File: src/source/conv1_pkg.sv
package conv1_pkg;

  // ============================================================
  // layer geometry and arithmetic
  // ============================================================
  localparam int CH_NUM    = 4;     // input channels, also slices per word
  localparam int BW_ACT    = 12;
  localparam int BW_PARAM  = 8;
  localparam int TAPS      = 9;     // 3x3 kernel
  localparam int GRID      = 6;     // compute positions per side
  localparam int ACC_SHIFT = 7;
  localparam int OUT_MAX   = 2047;

  // channel 0 in the top slice; lane = dy*2 + dx, lane 0 lowest
  typedef logic [0:CH_NUM-1][3:0][BW_ACT-1:0] act_word_t;

  // row-major taps, tap 0 on top
  typedef logic [0:TAPS-1][BW_PARAM-1:0] weight_word_t;

  typedef struct packed {
    logic [5:0] a0;
    logic [5:0] a1;
    logic [5:0] a2;
    logic [5:0] a3;
  } act_rd_t;

  typedef struct packed {
    logic [2:0] row;
    logic [2:0] col;
    logic [1:0] sub;    // output pixel inside the position
    logic [2:0] ofmap;
    logic       fire;   // real compute cycle
  } wb_cmd_t;

  typedef struct packed {
    logic                       wen;       // active low
    logic [4:0]                 addr;
    logic [0:CH_NUM-1][3:0]     wordmask;  // 0 = write lane
    act_word_t                  wdata;
  } out_wr_t;

  typedef enum logic [1:0] {
    idle,
    load,
    compute
  } layer_state_e;

endpackage

File: src/source/conv1_operand_buffer.sv
`timescale 1ns/1ps

module conv1_operand_buffer (
  input  logic                          clk,
  input  logic                          srst_n,
  input  conv1_pkg::act_word_t          act_rdata [4],
  input  conv1_pkg::weight_word_t       weight_rdata,
  input  logic [conv1_pkg::BW_PARAM-1:0] bias_rdata,
  input  logic [1:0]                    load_idx,
  input  logic                          load_strobe,
  input  conv1_pkg::wb_cmd_t            cmd_in,
  input  logic                          done_in,
  output conv1_pkg::act_word_t          window [4],
  output conv1_pkg::weight_word_t       weights [4],
  output logic [conv1_pkg::BW_PARAM-1:0] bias,
  output conv1_pkg::wb_cmd_t            cmd_out,
  output logic                          done_out
);

  logic [1:0] parity;

  // bank holding the top-left quad of the position
  assign parity = {cmd_in.row[0], cmd_in.col[0]};

  always_ff @(posedge clk) begin
    if (!srst_n) begin
      cmd_out  <= '0;
      done_out <= 1'b0;
    end else begin
      cmd_out  <= cmd_in;
      done_out <= done_in;
    end
  end

  // ============================================================
  // weights and bias, captured during load
  // ============================================================
  always_ff @(posedge clk) begin
    if (load_strobe) begin
      weights[load_idx] <= weight_rdata;
      bias              <= bias_rdata;  // same address all load long
    end
  end

  // ============================================================
  // activation window
  // ============================================================
  // read data is stable for this position on sub 0, held for the rest
  always_ff @(posedge clk) begin
    if (cmd_in.sub == 2'd0) begin
      for (int i = 0; i < 4; i++) begin
        window[i] <= act_rdata[2'(i) ^ parity];  // 0 tl, 1 tr, 2 bl, 3 br
      end
    end
  end

endmodule

File: config.mk
export PLATFORM = sky130hd
export DESIGN_NAME = conv1_operand_buffer
export DESIGN_NICKNAME = d
export VERILOG_FILES = /design/src/source/conv1_pkg.sv /design/src/source/conv1_operand_buffer.sv
export SDC_FILE = /design/constraint.sdc
export NUM_CORES = 1
export LEC_CHECK = 0
export ABC_CLOCK_PERIOD_IN_PS = 115400
export BUFFER_PORTS_ARGS = -buffer_cell sky130_fd_sc_hd__buf_2
export CORE_AREA = 2 2 763 765
export CTS_BUF_LIST = sky130_fd_sc_hd__clkbuf_4
export DETAILED_ROUTE_END_ITERATION = 10
export DIE_AREA = 0 0 765 767
export GPL_ROUTABILITY_DRIVEN = 0
export REMOVE_ABC_BUFFERS = 1
export SYNTH_ARGS = -nofsm -noshare
export SYNTH_HDL_FRONTEND = slang
export SYNTH_SLANG_ARGS = --single-unit
File: constraint.sdc
create_clock -name clk -period 115.4 [get_ports clk]
set_clock_uncertainty 0.05 [all_clocks]
set_input_delay 11.54 -clock clk [delete_from_list [all_inputs] [get_ports clk]]
set_output_delay 11.54 -clock clk [all_outputs]
set_load 0.01 [all_outputs]
Word-level counts from Yosys, hierarchy flattened --
Cells that the tools add are included.
Storage, ports and cells: logic and storage cells 138, output and inout port bits 1077, register bits after elaboration 1077, input bits 866
Operators by class: $lt $le $gt $ge 6, bitwise gates (word level) 8, reductions and logical operators 2, muxes and demuxes 15
Operator list (number):
- binary-select mux 192 bit (select 2 bit) | 4
- 2-to-1 mux 192 bit | 8
- bitwise mux 288 bit | 1
- demux 72 bit (select 2 bit) | 1
- 2-to-1 mux 72 bit | 1
- greater-or-equal comparator 3 bit, second input constant | 5
- inverter 2 -> 3 bit | 5
- less-than comparator 3 x 1 -> 1 bit, second input constant | 1
- logical NOT 2 bit | 1
- inverter 1 bit | 2
- inverter 2 bit | 1
- logical AND 1 bit | 1

Logic depth before layout (Yosys ltp) --
word-level depth 6, gate-level depth with buffers 6, gate-level depth less buffers 1

Worst setup path after synthesis --
Ideal clock, no wire load.
path kind input -> register, start input cmd_in[4] (netlist name), end register window[0] (netlist name), enable pin, setup time 1.932 ns, data required time 113.418 ns, path slack 70.110 ns, cell stages on the path 1, buffers on the path 0, data arrival time 43.308 ns, path through nor2_1
On the way: cells in the longest elaborated chain, start to end 1
RTL lines:
- from (decl) | line conv1_operand_buffer.sv:11 | input conv1_pkg::wb_cmd_t cmd_in,
- logical NOT 2 bit | line conv1_operand_buffer.sv:50 | if (cmd_in.sub == 2'd0) begin
- to (signal, indexed assignment) | line conv1_operand_buffer.sv:52 | window[i] <= act_rdata[2'(i) ^ parity];
- to (decl) | line conv1_operand_buffer.sv:13 | output conv1_pkg::act_word_t window [4],
No other way between the ends. A chain may end at the register's enable or synchronous reset.

Worst setup path in the final report --
start input cmd_in[9] (netlist name), end register window[683] (netlist name), data pin
On the way: cells in the longest elaborated chain, start to end 4
RTL lines (line):
- inverter 2 -> 3 bit (implied by the code) | conv1_operand_buffer.sv:52
- binary-select mux 192 bit (select 2 bit) | conv1_operand_buffer.sv:52
- 2-to-1 mux 192 bit (implied by the code) (2 in series) | conv1_operand_buffer.sv:52
No other way between the ends. The select of a mux whose other input is x is not followed.

==> implementation parameters <==
Parameter                              Value

STA
  Final max-slew violation count    0
  Period Utilization, post-route    14.29%
  Hold WS    between 10 and 15 ns
  Tmin final    ~16 ns
  Final-layout setup total negative slack    0 ns
  RSZ-0062 raised after global routing    no
  Final hold violations    0
  Min setup slack post-route    between 90 and 100 ns
  Count of final setup violators    0
  Remaining max-slew budget at the tightest pin    26.67%
  Measured slew at the worst slew-check pin    1.100 ns
  Peak Freq    60.63 MHz

Power
  Reported leakage power    25.10 nW
  Areal power density over the cells    about 14 nW/µm²
  Total power of the final layout    1.061 mW
  Worst vdd ir    8.290 µV

Global route
  Vias in the first global route    36068
  Largest net degree at the start of global routing    160
  Total congestion overflow    0
  Wire length of the first global-routing pass    498800 µm
  All-Layer GR Usage    13.77%
  Number of antenna violations at the first check in global routing    227

Floorplan
  Area enclosed by the die boundary    586800 µm²
  Starting Density    8.758%
  DIE WIDTH    765 µm
  Floorplan core area    roughly 580000 µm²
  Number of top-level design ports    about 1900
  Standard-cell rows    280
  Height of the die    767 µm

Critical path
  Critical path arrival    17.51 ns
  Worst path slowest cell    sky130_fd_sc_hd__buf_4
  Cells along the critical path    buf_8 -> buf_4 -> buf_4 -> buf_4 -> buf_4 -> buf_4 -> buf_4 -> mux4_2
  Launching element type of the critical path    input pin
  Worst stage delay on the critical path    0.85 ns
  WP data required    116.41 ns
  Worst path top cell family by delay    buffers and inverters
  Cell repeated most along the worst path    sky130_fd_sc_hd__buf_4
  Worst path buffer plus inverter count    7
  Crit path capture type    flop
  CP Max Fanout    73
  Start-to-end type of the worst setup path    in2reg

Final layout
  Layout overhead on the synthesized area    45.01%
  Number of fill cells in the layout    roughly 65000
  Layout cells sized above 1    between 70% and 80%
  Final design instance area without fill    approximately 74000 µm²
  Post-layout net count    between 5000 and 6000

Yosys
  Warning count from the yosys run    0
  Register area share after synthesis    63.51%
  Synth cell types    12
  Register bit count reported by yosys    roughly 1100
  Mapped Avg Cell Area    between 20 and 25 µm²
  Gate Count Post-Synth    2036
  Cell area after synthesis    50720 µm²

Route
  Drt initial violations    3287
  1st-pass router iterations    7
  Routed wire length    423200 µm
  Vias/cell    3.051
  Number of remaining DRC errors    0
  Vias after detailed routing    37392
  Wire length per cell after detailed routing    34.53 µm
  Post-detailed-route count of antenna-violating nets    0

Placement
  Worst setup slack before clock tree synthesis    approximately 100 ns
  Post-Place Cell Area    69460 µm²
  Estimated wirelength of the detail-placed design    370300 µm
  Total of buffers placed on input and output ports    approximately 1900

Hold path
  Hold Crit Class    in2reg

CTS
  Number of clock sinks    between 1000 and 1500
  Hold bufs inserted after CTS    0
  Total clock buffers created by CTS    about 320
  Clock tree from TritonCTS    built
  H-tree depth    5
  CTS Root Cell    sky130_fd_sc_hd__clkbuf_4
  Number of setup buffers added after CTS    0
  Post-CTS resize count    0
  Number of buffers on the longest clock path    4
  Clock slew at reported path FFs    around 0.07 ns

Outcome
  Outcome    completed

Job
  Maximum Capacitance Violations    0
## sequential cells by signal (all words and copies together) (netlist names)
register	cells
cmd_out	12
bias	8
done_out	1
window	768
weights	288
## placed cells by master, fill, tap and decap left out, types with 2 or more instances in the layout
cell	netlist	routed
sky130_fd_sc_hd__clkinv_2	0	13
sky130_fd_sc_hd__buf_4	31	38
sky130_fd_sc_hd__clkbuf_4	0	427
sky130_fd_sc_hd__buf_8	0	2
sky130_fd_sc_hd__inv_2	0	2
sky130_fd_sc_hd__clkinv_4	0	6
sky130_fd_sc_hd__and3b_4	0	2
sky130_fd_sc_hd__clkinv_8	0	2
sky130_fd_sc_hd__clkinvlp_4	0	6
sky130_fd_sc_hd__buf_2	117	1940
sky130_fd_sc_hd__edfxtp_1	1064	1064
sky130_fd_sc_hd__mux4_2	768	768
sky130_fd_sc_hd__dfxtp_1	13	13
sky130_fd_sc_hd__and2_1	13	13
sky130_fd_sc_hd__clkinv_1	0	65
sky130_fd_sc_hd__buf_12	0	4
sky130_fd_sc_hd__inv_8	0	2
sky130_fd_sc_hd__inv_6	0	9
sky130_fd_sc_hd__diode_2	0	122
## final timing paths
path | from | slack [ns] | depth (start not counted) | end
worst min-delay path | bias_rdata[6] | 10.18 | 1 | bias[6]
worst max-delay path | cmd_in[9] | 98.91 | 8 | window[683]
## area by class of cell
| class | instances | area (µm²) | area share [%] |
|---|---|---|---|
| repair buffers | 1984 | 10100 | 13.74 |
| flip-flops and latches | 1077 | 32210 | 43.80 |
| multi-input cells | 786 | 17440 | 23.71 |
| diodes | 122 | 305.3 | 0.4151 |
| well taps | 7755 | 9703 | 13.19 |
| clock buffers | 427 | 3206 | 4.359 |
| clock inverters | 106 | 578.1 | 0.7860 |
## power by group
part	switching [mW]	leakage (nW)	total, mW	internal, mW
clock	0.198	2.23	0.373	0.175
combinational	0.140	12.8	0.211	0.0711
sequential	0.0104	10.0	0.476	0.465
total	0.349	25.1	1.06	0.711
## cells in the mapped netlist
library cell,number,area share [%]
sky130_fd_sc_hd__buf_4,31,0.46
sky130_fd_sc_hd__buf_2,117,1.2
sky130_fd_sc_hd__and2_1,13,0.16
sky130_fd_sc_hd__mux4_2,768,34
sky130_fd_sc_hd__clkbuf_1,1,0.0074
sky130_fd_sc_hd__buf_6,24,0.53
sky130_fd_sc_hd__and3b_1,2,0.035
sky130_fd_sc_hd__edfxtp_1,1064,63
sky130_fd_sc_hd__and3_1,1,0.012
sky130_fd_sc_hd__nor2_1,1,0.0074
sky130_fd_sc_hd__nor3b_1,1,0.015
sky130_fd_sc_hd__dfxtp_1,13,0.51
## through the flow
| step | util [%] | std cells |
|---|---|---|
| 6_report | 12.70 | 12257 |
| 5_1_grt | 12.68 | 12213 |
| 4_1_cts | 12.65 | 12135 |
| 3_5_place_dp | 11.99 | 11602 |
| 3_3_place_gp | 11.99 | 11602 |
| 2_1_floorplan | - | 1863 |
## kinds of logic after synthesis
logic type	Yosys count	share of synthesized area (%)
mux	768	34.10
simple gates	18	0.2295
flops	1077	63.51
buf+inv	173	2.154
## routing by layer
metal	wire, µm	track usage (%)	vias to the layer above
li1	-	-	14075
met1	136500	13.44	19360
met2	172000	19.68	2916
met3	85820	12.29	929
met4	28170	7.340	112
met5	738	0	-
Note: power is estimated with default switching activity, not from simulation.
