--- config.mk ---
export PLATFORM = sky130hd
export DESIGN_NAME = conv1_writeback
export DESIGN_NICKNAME = d
export VERILOG_FILES = /design/src/source/conv1_pkg.sv /design/src/source/conv1_writeback.sv
export SDC_FILE = /design/constraint.sdc
export NUM_CORES = 1
export LEC_CHECK = 0
export BUFFER_PORTS_ARGS = -buffer_cell sky130_fd_sc_hd__buf_2
export CAP_MARGIN = 20
export CELL_PAD_IN_SITES_DETAIL_PLACEMENT = 0
export CELL_PAD_IN_SITES_GLOBAL_PLACEMENT = 1
export CORE_AREA = 2 2 343 345
export DETAILED_ROUTE_END_ITERATION = 10
export DIE_AREA = 0 0 345 347
export PLACE_DENSITY_LB_ADDON = 0.1
export SYNTH_ARGS = -nofsm -noshare
export SYNTH_HDL_FRONTEND = slang
export SYNTH_SLANG_ARGS = --single-unit
--- constraint.sdc ---
create_clock -name clk -period 1.8 [get_ports clk]
set_input_delay 0.18 -clock clk [delete_from_list [all_inputs] [get_ports clk]]
set_output_delay 0.18 -clock clk [all_outputs]
set_load 0.02 [all_outputs]
--- src/source/conv1_pkg.sv ---
package conv1_pkg;

  // ============================================================
  // layer geometry and arithmetic
  // ============================================================
  localparam int CH_NUM    = 4;     // input channels, also slices per word
  localparam int BW_ACT    = 12;
  localparam int BW_PARAM  = 8;
  localparam int TAPS      = 9;     // 3x3 kernel
  localparam int GRID      = 6;     // compute positions per side
  localparam int ACC_SHIFT = 7;
  localparam int OUT_MAX   = 2047;

  // channel 0 in the top slice; lane = dy*2 + dx, lane 0 lowest
  typedef logic [0:CH_NUM-1][3:0][BW_ACT-1:0] act_word_t;

  // row-major taps, tap 0 on top
  typedef logic [0:TAPS-1][BW_PARAM-1:0] weight_word_t;

  typedef struct packed {
    logic [5:0] a0;
    logic [5:0] a1;
    logic [5:0] a2;
    logic [5:0] a3;
  } act_rd_t;

  typedef struct packed {
    logic [2:0] row;
    logic [2:0] col;
    logic [1:0] sub;    // output pixel inside the position
    logic [2:0] ofmap;
    logic       fire;   // real compute cycle
  } wb_cmd_t;

  typedef struct packed {
    logic                       wen;       // active low
    logic [4:0]                 addr;
    logic [0:CH_NUM-1][3:0]     wordmask;  // 0 = write lane
    act_word_t                  wdata;
  } out_wr_t;

  typedef enum logic [1:0] {
    idle,
    load,
    compute
  } layer_state_e;

endpackage

--- src/source/conv1_writeback.sv ---
`timescale 1ns/1ps

module conv1_writeback (
  input  logic                         clk,
  input  logic                         srst_n,
  input  logic [conv1_pkg::BW_ACT-1:0] pixel,
  input  conv1_pkg::wb_cmd_t           cmd_in,
  input  logic                         done_in,
  output conv1_pkg::out_wr_t           out_wr [4],
  output logic                         valid
);

  localparam conv1_pkg::out_wr_t wr_idle = '{wen: 1'b1, addr: '0, wordmask: '1, wdata: '0};

  logic [3:0]         y;      // output pixel row
  logic [3:0]         x;      // output pixel column
  logic [1:0]         bank;
  logic [1:0]         lane;
  logic [1:0]         slice;
  logic [4:0]         addr;
  logic               done_q;
  conv1_pkg::out_wr_t wr;

  // ============================================================
  // placement
  // ============================================================
  assign y     = {cmd_in.row, cmd_in.sub[1]};
  assign x     = {cmd_in.col, cmd_in.sub[0]};
  assign bank  = {y[0], x[0]};
  assign lane  = {y[1], x[1]};
  assign slice = cmd_in.ofmap[1:0];
  // maps 4..7 go to the upper half
  assign addr  = 5'(3 * y[3:2]) + 5'(x[3:2]) + (cmd_in.ofmap[2] ? 5'd9 : 5'd0);

  always_comb begin
    wr                      = wr_idle;
    wr.wen                  = 1'b0;
    wr.addr                 = addr;
    wr.wordmask[slice][lane] = 1'b0;
    wr.wdata[slice][lane]    = pixel;
  end

  always_ff @(posedge clk) begin
    if (!srst_n) begin
      for (int b = 0; b < 4; b++) begin
        out_wr[b] <= wr_idle;
      end
      done_q <= 1'b0;
      valid  <= 1'b0;
    end else begin
      for (int b = 0; b < 4; b++) begin
        out_wr[b] <= (cmd_in.fire && bank == 2'(b)) ? wr : wr_idle;
      end
      done_q <= done_in;
      valid  <= done_q;  // cycle after the last write
    end
  end

endmodule

After elaboration in Yosys (flattened, before gate mapping)

Cells that the tools add are included.

Word-level logic and storage cells: 127
Latch bits: 0
Bits in writable memories: 0
Memory bits (read-only): 0
Flip-flop bits (word level): 858
Output and inout port bits: 857
Memories: 0

$lt $le $gt $ge: 4
Reduce and logical (&&, ||, !) cells: 11
Add/subtract/negate cells: 2
Mux-type cells: 13
Equality and inequality tests: 3
Bitwise gates (word level): 3
Div/mod/pow operators: 0
$mul: 1
Shift operators: 0

Operator list:

| kind                                                                          | number |
|---|---|
| 214-bit two-way mux                                                           | 4 |
| 192-bit AND                                                                   | 1 |
| 48-bit demux with 2-bit select                                                | 1 |
| 48-bit two-way mux                                                            | 1 |
| 12-bit demux with 2-bit select                                                | 1 |
| 16-bit inverter                                                               | 1 |
| 12-bit two-way mux                                                            | 1 |
| 4-bit demux with 2-bit select                                                 | 1 |
| 4-bit two-way mux                                                             | 2 |
| 2-bit AND reduction                                                           | 4 |
| 1-bit logical AND                                                             | 6 |
| 4-bit by 2-bit adder with 5-bit output                                        | 1 |
| 5-bit by 4-bit adder with 5-bit output                                        | 1 |
| 2-bit == test (second input constant)                                         | 2 |
| 2-bit by 2-bit multiplier with 4-bit output (first input constant)            | 1 |
| 3-bit >= comparator (second input constant)                                   | 1 |
| 2-bit by 3-bit less-than comparator with 1-bit output (second input constant) | 1 |
| 3-bit by 1-bit less-than comparator with 1-bit output (second input constant) | 1 |
| 2-bit inverter with 3-bit output                                              | 1 |
| 1-bit demux with 2-bit select                                                 | 1 |
| 2-bit by 1-bit == test with 1-bit output (second input constant)              | 1 |
| 2-bit by 1-bit >= comparator with 1-bit output (second input constant)        | 1 |
| 2-bit logical NOT                                                             | 1 |
| 1-bit two-way mux                                                             | 1 |

Longest topological paths before layout

Gate-level depths: netlist of run 1.

Word-level depth: 8
Mapped depth: 6
Gate-level depth less buffers: 6

Worst setup path after synthesis of run 1

No wires, ideal clock.

Path kind: input to register
Start: input port cmd_in[8] in the netlist's numbering
End: register out_wr[853] in the netlist's numbering
Required time: 1686 ps
Slack: 163 ps
Cell stages on the path: 5
Arrival time: 1523 ps
Cell sequence: fa_1 ha_1 a21oi_1 a211o_1 nand2_1

Longest elaborated chain between the ends: 2

Ends and longest elaborated chain:

| element                                | line                  | RTL |
|---|---|---|
| start: declaration                     | conv1_writeback.sv:7  | `input conv1_pkg::wb_cmd_t cmd_in,` |
| 4-bit by 2-bit adder with 5-bit output | conv1_writeback.sv:33 | `assign addr = 5'(3 * y[3:2]) + 5'(x[3:2]) + (cmd_in.ofmap[2] ? 5'd9 : 5'd0);` |
| 5-bit by 4-bit adder with 5-bit output | conv1_writeback.sv:33 |  |
| end signal: indexed assignment         | conv1_writeback.sv:46 | `out_wr[b] <= wr_idle;` |
| end signal: indexed assignment         | conv1_writeback.sv:52 | `out_wr[b] <= (cmd_in.fire && bank == 2'(b)) ? wr : wr_idle;` |
| end: declaration                       | conv1_writeback.sv:9  | `output conv1_pkg::out_wr_t out_wr [4],` |

Every way passes these cells.
A chain may end at the register's enable or synchronous reset.

Final worst setup path of run 1

Start: input port cmd_in[7] in the netlist's numbering
End: register out_wr[424] in the netlist's numbering

The elaborated chain is that of the path after synthesis.

==> results of run 1 <==
[path summary, 6_finish.rpt]
check / startpoint / end / slack, ns
min: pixel[6] / out_wr[672]$_SDFF_PN0_ / 0.04
max reg2reg: done_q$_SDFF_PN0_ / valid$_SDFF_PN0_ / 1.27
min reg2reg: done_q$_SDFF_PN0_ / valid$_SDFF_PN0_ / 0.44
max: cmd_in[7] / out_wr[424]$_SDFF_PN0_ / 0.22
[cells in the mapped netlist]
| cell | count |
|---|---|
| a21o_1 | 1 |
| and4bb_2 | 1 |
| a21oi_1 | 1 |
| nor2_1 | 505 |
| and3_4 | 1 |
| buf_1 | 4 |
| buf_6 | 39 |
| and4b_1 | 4 |
| and4_1 | 1 |
| nor3b_4 | 1 |
| nand3_4 | 40 |
| buf_12 | 4 |
| nand4_1 | 5 |
| xnor2_1 | 1 |
| clkbuf_2 | 2 |
| buf_4 | 11 |
| dfxtp_1 | 858 |
| nand2b_1 | 4 |
| nor2_4 | 10 |
| buf_2 | 68 |
| fa_1 | 2 |
| inv_2 | 3 |
| and2_1 | 10 |
| and2b_1 | 4 |
| clkbuf_1 | 24 |
| buf_8 | 1 |
| nor3_1 | 6 |
| nor2_2 | 270 |
| nand3_2 | 1 |
| nor4_1 | 1 |
| and3b_2 | 2 |
| inv_1 | 1 |
| ha_1 | 5 |
| nand2_1 | 104 |
| nand3_1 | 14 |
| a211o_1 | 4 |
[cell families after synthesis]
family	after synthesis
AOI/OAI and AO/OA	6
xor gates and xnor gates	1
adders and majority gates	7
buffers and inverters	157
DFF	858
and+or+nand+nor	984
[worst max-delay path: cells and delay by family]
kind / cells / cell delay (ns)
AND/OR/NAND/NOR: 1 / 0.04
XOR/XNOR: 1 / 0.20
adder cells (fa/ha/maj): 3 / 0.92
buffers and inverters: 3 / 0.80
[state kept, by name, indices dropped and copies added, names as in the netlist]
signal,flops
valid,1
out_wr,856
done_q,1
[per-stage QoR]
stage / utilization / std cells / worst slack, ns / instance area (µm²) / power [W]
detailed placement: 0.2584 / 4343 / -0.03713 / 29910 / 0.02069
floorplan: - / 2013 / 0.1628 / 23590 / 0.02006
CTS: 0.2888 / 4535 / 0.2811 / 33430 / 0.04176
finish: 0.2889 / 4537 / 0.2163 / 33430 / 0.04106
global placement: 0.2584 / 4343 / -0.05814 / 29910 / 0.02068
global route: 0.2888 / 4535 / 0.1961 / 33430 / 0.04263
[final cells by class]
| cell class | instances | share of cell area |
|---|---|---|
| inverter | 4 | 0.0004491 |
| sequential | 858 | 0.5138 |
| tap | 1524 | 0.05704 |
| clock inverter | 41 | 0.01819 |
| multi-input combinational | 998 | 0.1628 |
| antenna | 2 | 0.0001497 |
| timing repair buffer | 970 | 0.1638 |
| clock buffer | 140 | 0.08379 |
[per-layer routing]
layer  wire length (µm)  up-vias  share of wire  GRT usage
li1                   -     7973              -          -
met4               3809        6          0.035    0.06937
met1              42820     7973           0.39     0.1985
met5                 34        -        0.00031          0
met2              53890      668           0.49     0.3092
met3               9136      164          0.083    0.06568
[report_power, final]
part	internal [W]	switching, W	total [W]
Combinational	0.000296	0.000887	0.00118
Clock	0.0125	0.00833	0.0208
Sequential	0.0190	0.0000136	0.0191
==> run metrics, run 1 <==
Synth Area in Compound Gates 0.002016; post-synthesis mux area share 0; post-route ant nets 0; Min Hold Slack 0.04179 ns; # clock sinks 858; Avg Synthesized Cell Area 11.72 µm²; Slew headroom 0.6152; Die Y 347 µm; required time worst endpoint 2.36 ns; crit path cell chain dlygate4sd3_1, buf_2, ha_1, ha_1, fa_1, xnor2_1, buf_4, nor2_1; Hold Path Class in -> reg; hpwl dp 79,040 µm; post-synth top area share 0.7282; post-route minimum period 1.584 ns; die width 345 µm; H-tree depth 3; RSZ-0062 raised after global routing false; area of the multi-input gates 5441 µm²; port bufs 883; PwrDens 1228 nW/µm²; all-layer global routing usage 0.1786; Core Area 115,700 µm²; Setup Viol. Count Final 0; Setup CP Type in -> reg; hold path depth 3; I/O Pins 884; largest family of logic cells by synthesized area simple AND/OR/NAND/NOR gates; Fin Clk Skew 0.004101 ns; register area 17,180 µm²; synth unique cells 36; Initial Util 0.2038; max-cap violation count 0; clock buffer depth 3; total setup buffers inserted after CTS 0; synthesized area 23,590 µm²; final wirelength 109,700 µm; crit-path max cell delay 0.53 ns; Post-Synth Adder-Cell Area 0.004350; status finished, final reports clean; Post-Synth Simple-Gate Area 0.2190; nets 2,965; Peak VDD IR 0.6838 mV; final hold vios 0; first drt pass iteration count 4; Pleak 14.68 nW; CTS buffer count 99; Post-Synthesis Cells 2,013; Hold-fix buffers, CTS 11; # fillers 12.28k; wire length of the first global-routing pass 149,900 µm; DR vias 16.78k; most frequent cells in the layout buf_2 (882), dfxtp_1 (858), nor2_1 (505); critical path arrival 2.15 ns; DIE AREA 119,700 µm²; vias in the first global route 17.54k; Reg clk slew, reported paths 0.06 ns; Post-Synth XOR/XNOR Area 0.0003713; largest net degree at the start of global routing 36; Final Cycle Share 0.8799; drc violations 0; Least-Margin Pin Slew 0.5729 ns; area delta synth->final 41.74%; Post-CTS Resized 0; cell taking the most area after synthesis dfxtp_1; CTS tree built; Rows 125; commonest non-fill, non-tap cell in the layout buf_2; Root Buffer clkbuf_16; Worst-Skew Late Latency 0.67 ns; Final GP Congestion 0.7739; sequential-to-total area share from yosys stat 0.7282; slowest library cell on the worst path dlygate4sd3_1; synth top area cells dfxtp_1 (73%), nor2_1 (8.0%), nor2_2 (7.2%); vias per cell 3.699; Pins Over Slew Limit 0; DR WL/cell 24.18 µm; register bit total from synthesis 858; share of layout cells above drive strength 1 0.4842; Setup crit start kind input pin; Syn Nets 2,047; reg2reg path depth 1; Ys Warns 0; biggest fanout along the worst timing path 4; fmax 631.4 MHz; CP most frequent cell ha_1; Fin Setup TNS 0 ns; first-iteration detailed-routing DRC count 702; total grt overflow 0; element type at the critical path end register; initial antenna violation count 5
No activity file was read; power rests on OpenSTA's default activity.
==> inputs of run 2 (changes only) <==
- clock period: 1.8 -> 1.6 ns (I/O delays scaled with it)
==> run 2 against run 1 <==
Compared with the run above: worst setup slack worse by 0.10 ns; sequential power up 12%; hold slack better by 0.013 ns; final cell count up 0.51%; sequential cell count unchanged; clock skew down 0.0036 ns; first-iteration DRC count down 3.1%; critical endpoint is now out_wr[426]$_SDFF_PN0_.
==> run metrics, run 2 (same netlist as run 1, synthesis figures left out) <==
status finished, final reports clean; Peak VDD IR 0.7463 mV; post-place setup slack -0.2457 ns; final hold vios 0; Hold Path Class in -> reg; Sw Share 0.2241; DR vias 16.96k; internal reg-to-reg setup slack 1.07 ns; Rows 125; GR Util met3 0.06220; switching power 0.01026 W; drc violations 0; clock buffer depth 3; Least-Margin Pin Slew 0.5244 ns; commonest non-fill, non-tap cell in the layout buf_2; r2r startpoint done_q$_SDFF_PN0_; Slew headroom 0.6491; share of layout cells above drive strength 1 0.4903; fmax 672.8 MHz; min-delay src cmd_in[10]; all-layer global routing usage 0.1775; # fillers 12.25k; Critical Path End out_wr[426]$_SDFF_PN0_; biggest fanout along the worst timing path 4; Setup CP Type in -> reg; wire length of the first global-routing pass 149,000 µm; nets 2,985; top flop regs out_wr: 856 flops, done_q: 1 flops, valid: 1 flops; first-iteration detailed-routing DRC count 680; worst setup path start cmd_in[7]; area delta synth->final 43.00%; element type at the critical path end register; final total power 0.04580 W; max FFs per register 856; vias in the first global route 17.70k; Root Buffer clkbuf_16; vias per cell 3.718; Final GP Congestion 0.7699; Fin Clk Skew 0.0004738 ns; critical path arrival 2.06 ns; largest net degree at the start of global routing 32; hpwl dp 78,920 µm; clock power share 0.502; die width 345 µm; first drt pass iteration count 6; initial antenna violation count 5; max-cap violation count 0; PwrDens 1358 nW/µm²; Setup Viol. Count Final 0; Final Cycle Share 0.9289; GRT met2 Usage 0.3119; Worst-Skew Late Latency 0.66 ns; post-route ant nets 0; CTS buffer count 98; M1 GR Usage 0.1972; RSZ-0062 raised after global routing false; worst reg2reg endpoint valid$_SDFF_PN0_; required time worst endpoint 2.17 ns; I/O Pins 884; most frequent cells in the layout buf_2 (882), dfxtp_1 (858), nor2_1 (505); H-tree depth 3; Reg clk slew, reported paths 0.05 ns; Pins Over Slew Limit 0; Core Area 115,700 µm²; sequential share of power 0.468; Power Internal 0.03554 W; DR WL/cell 23.85 µm; Die Y 347 µm; port bufs 883; post-route minimum period 1.486 ns; Setup crit start kind input pin; Pleak 14.84 nW; total grt overflow 0; DIE AREA 119,700 µm²; hold path depth 4; Largest Register out_wr; Initial Util 0.2038; # clock sinks 858; worst setup margin 0.1137 ns; CTS tree built; GRT busiest layer met2; Comb pwr share 0.030; final wirelength 108,800 µm; reg2reg path depth 1
==> run 2: cell count changes in the layout (fill, tap and decap cells not counted), moves of 2 or more <==
cell / before / now
clkinv_2: 18 / 23
inv_6: 4 / 1
bufinv_16: 11 / 7
dlygate4sd3_1: 11 / 15
clkinv_4: 0 / 2
buf_12: 30 / 42
clkbuf_1: 24 / 14
buf_4: 47 / 52
clkbuf_8: 17 / 26
diode_2: 2 / 5
inv_16: 2 / 0
==> run 2: layout make-up <==
cell class	count	area [µm²]	share of cell area
diodes	5	12.51	0.0003709
well taps	1524	1907	0.05653
repair buffers	991	5796	0.1718
clock inverters	41	488.0	0.01447
inverters	4	15.01	0.0004451
clock buffers	139	2888	0.08561
flip-flops and latches	858	17180	0.5092
multi-input cells	998	5448	0.1615
==> run 2: stage by stage <==
step / setup TNS [ns] / hold slack, ns / util / area, µm² / cells
floorplan: 0 / 0.2817 / - / 23590 / 2013
global placement: -2.480 / 0.3863 / 0.2608 / 30190 / 4360
detailed placement: -2.959 / 0.3873 / 0.2608 / 30190 / 4360
CTS: 0 / 0.008518 / 0.2913 / 33710 / 4555
global route: 0 / 0.03362 / 0.2914 / 33720 / 4556
finish: 0 / 0.05453 / 0.2914 / 33730 / 4560
==> run 2: worst min path at each step <==
stage | endpoint | slack, ns
floorplan | done_q$_SDFF_PN0_ | 0.28
global placement | done_q$_SDFF_PN0_ | 0.39
detailed placement | done_q$_SDFF_PN0_ | 0.39
CTS | out_wr[636]$_SDFF_PN0_ | 0.009
global route | out_wr[806]$_SDFF_PN0_ | 0.03
finish | out_wr[636]$_SDFF_PN0_ | 0.05
==> run 2: layer usage <==
metal / vias to the layer above / share of wire
li1: 8006 / -
met1: 8122 / 0.39
met2: 656 / 0.50
met3: 166 / 0.077
met4: 6 / 0.036
met5: - / 0.00040
==> run 2: power by group through the flow <==
stage | Combinational, W | Sequential (W) | Clock (W)
floorplan | 0.000592 | 0.0220 | 0
global placement | 0.00141 | 0.0219 | 0
detailed placement | 0.00142 | 0.0219 | 0
CTS | 0.00145 | 0.0214 | 0.0237
global route | 0.00150 | 0.0214 | 0.0246
finish | 0.00139 | 0.0214 | 0.0230
==> run 2: timing repair <==
| item | CTS | global route |
|---|---|---|
| setup buffers | 0 | 0 |
| resized for setup | 0 | 1 |
| hold endpoints to repair | 66 | 0 |
| hold buffers | 15 | 0 |
| setup endpoints to repair | 0 | 1 |
==> run 2: critical path: stages <==
cell and delay, ns:
dlygate4sd3_1 0.53, buf_2 0.13, ha_1 0.28, ha_1 0.21, fa_2 0.37, a21o_1 0.19, nand2_1 0.12, nor2_1 0.06
==> inputs of run 3 (changes only) <==
- CORE_AREA: 2 2 343 345 -> 2 2 348 350
- CTS_BUF_LIST: not set -> sky130_fd_sc_hd__clkbuf_2 sky130_fd_sc_hd__clkbuf_4 sky130_fd_sc_hd__clkbuf_8
- DIE_AREA: 0 0 345 347 -> 0 0 350 352
==> run 3 against run 2 <==
Compared with the run above: the run now ends with negative setup slack left; power decreased by 1.8%; critical path depth decreased by 1; worst setup slack got worse by 0.12 ns; wire length increased by 3.5%; combinational power increased by 4%; clock power decreased by 4%; final cell count increased by 4.4%; register-to-register slack got worse by 0.03 ns; sequential cell count unchanged; highest routed layer is now met4.
==> run metrics, run 3 (same netlist as run 1, synthesis figures left out) <==
final wirelength 112,500 µm; first drt pass iteration count 5; total grt overflow 0; required time worst endpoint 2.35 ns; port bufs 883; failing checks negative setup slack; Largest Register out_wr; CTS tree built; critical path arrival 2.36 ns; Setup crit start kind input pin; PwrDens 1309 nW/µm²; top flop regs out_wr: 856 flops, done_q: 1 flops, valid: 1 flops; element type at the critical path end register; H-tree depth 4; post-route ant nets 0; total setup buffers inserted after CTS 0; largest net degree at the start of global routing 36; die width 350 µm; # clock sinks 858; area delta synth->final 45.61%; Fin Setup TNS -0.001533 ns; all-layer global routing usage 0.1775; Setup CP Type in -> reg; vias in the first global route 18.03k; RSZ-0062 raised after global routing false; drc violations 0; CTS buffer count 153; DP Cell Count 4,456; Core Area 119,300 µm²; Slew headroom 0.5057; nets 3,062; Final GP Congestion 0.7632; wire length of the first global-routing pass 151,500 µm; Die Y 352 µm; share of layout cells above drive strength 1 0.5119; Setup Viol. Count Final 1; post-route minimum period 1.602 ns; max-cap violation count 0; status finished, violations left; worst setup margin -0.001533 ns; Fin Clk Skew 0.02824 ns; I/O Pins 884; Initial Util 0.1977; Final Cycle Share 1.001; DR WL/cell 23.64 µm; Root Buffer clkbuf_8; Pleak 15.09 nW; DIE AREA 123,200 µm²; max FFs per register 856; hpwl dp 81,770 µm; biggest fanout along the worst timing path 10; Rows 127; Peak VDD IR 0.6289 mV; initial antenna violation count 9; vias per cell 3.651; Reg clk slew, reported paths 0.06 ns; commonest non-fill, non-tap cell in the layout dfxtp_1; Cell Count, Final, Fillers Out 4,760; final hold vios 0; Pins Over Slew Limit 0; clock buffer depth 3; most frequent cells in the layout dfxtp_1 (848), buf_2 (810), nor2_1 (505); Hold Path Class in -> reg; fmax 624.4 MHz; first-iteration detailed-routing DRC count 573; Worst-Skew Late Latency 0.81 ns; DR vias 17.38k; Least-Margin Pin Slew 0.7387 ns
==> run 3: stage by stage <==
stage | setup WS, ns | area [µm²] | hold WS, ns | util | power [W]
global placement | -0.2147 | 30450 | 0.3884 | 0.2551 | 0.02334
CTS | 0.0003696 | 34310 | -0.05303 | 0.2875 | 0.04585
global route | 0.001430 | 34340 | 0.05078 | 0.2878 | 0.04679
floorplan | 0.0008852 | 23590 | 0.2817 | - | 0.02257
detailed placement | -0.2074 | 30450 | 0.3921 | 0.2551 | 0.02334
finish | -0.001533 | 34350 | 0.06929 | 0.2878 | 0.04497
==> run 3: where the power goes <==
group | total (W) | switching (W) | internal (W)
Sequential | 0.0214 | 0.0000157 | 0.0214
Clock | 0.0221 | 0.00948 | 0.0126
Combinational | 0.00145 | 0.00103 | 0.000423
==> run 3: what timing repair did <==
item	4_1_cts	5_1_grt
setup endpoints to repair	72	21
hold endpoints to repair	746	0
gates resized for setup	85	6
hold buffers	29	0
==> run 3: cell type report <==
class	count	area [µm²]
multi-input combinational	998	5458
sequential	858	17190
antenna	3	7.507
clock buffer	242	3074
clock inverter	30	296.5
inverter	4	17.52
timing repair buffer	1013	6287
tap	1612	2017
fill	12620	84990
==> run 3: final timing paths <==
kind / start / to / slack [ns] / cells past startpoint
max: cmd_in[0] / out_wr[425]$_SDFF_PN0_ / -0.002 / 7
min: cmd_in[10] / out_wr[637]$_SDFF_PN0_ / 0.07 / 4
max reg2reg: done_q$_SDFF_PN0_ / valid$_SDFF_PN0_ / 1.04 / 1
min reg2reg: done_q$_SDFF_PN0_ / valid$_SDFF_PN0_ / 0.46 / 1
==> run 3: metal layers <==
layer  vias up  track usage  routed length (µm)
met3       153      0.06754                9826
li1       8186            -                   -
met1      8349       0.1982               44380
met2       693       0.3099               55730
met4         0      0.05353                2596
met5         -            0                   0
==> run 3: critical path: stages <==
cell and delay, ns:
dlygate4sd3_1 0.68, buf_12 0.21, and4b_1 0.23, dlygate4sd3_1 0.62, inv_4 0.09, a211o_1 0.28, nand2_1 0.06
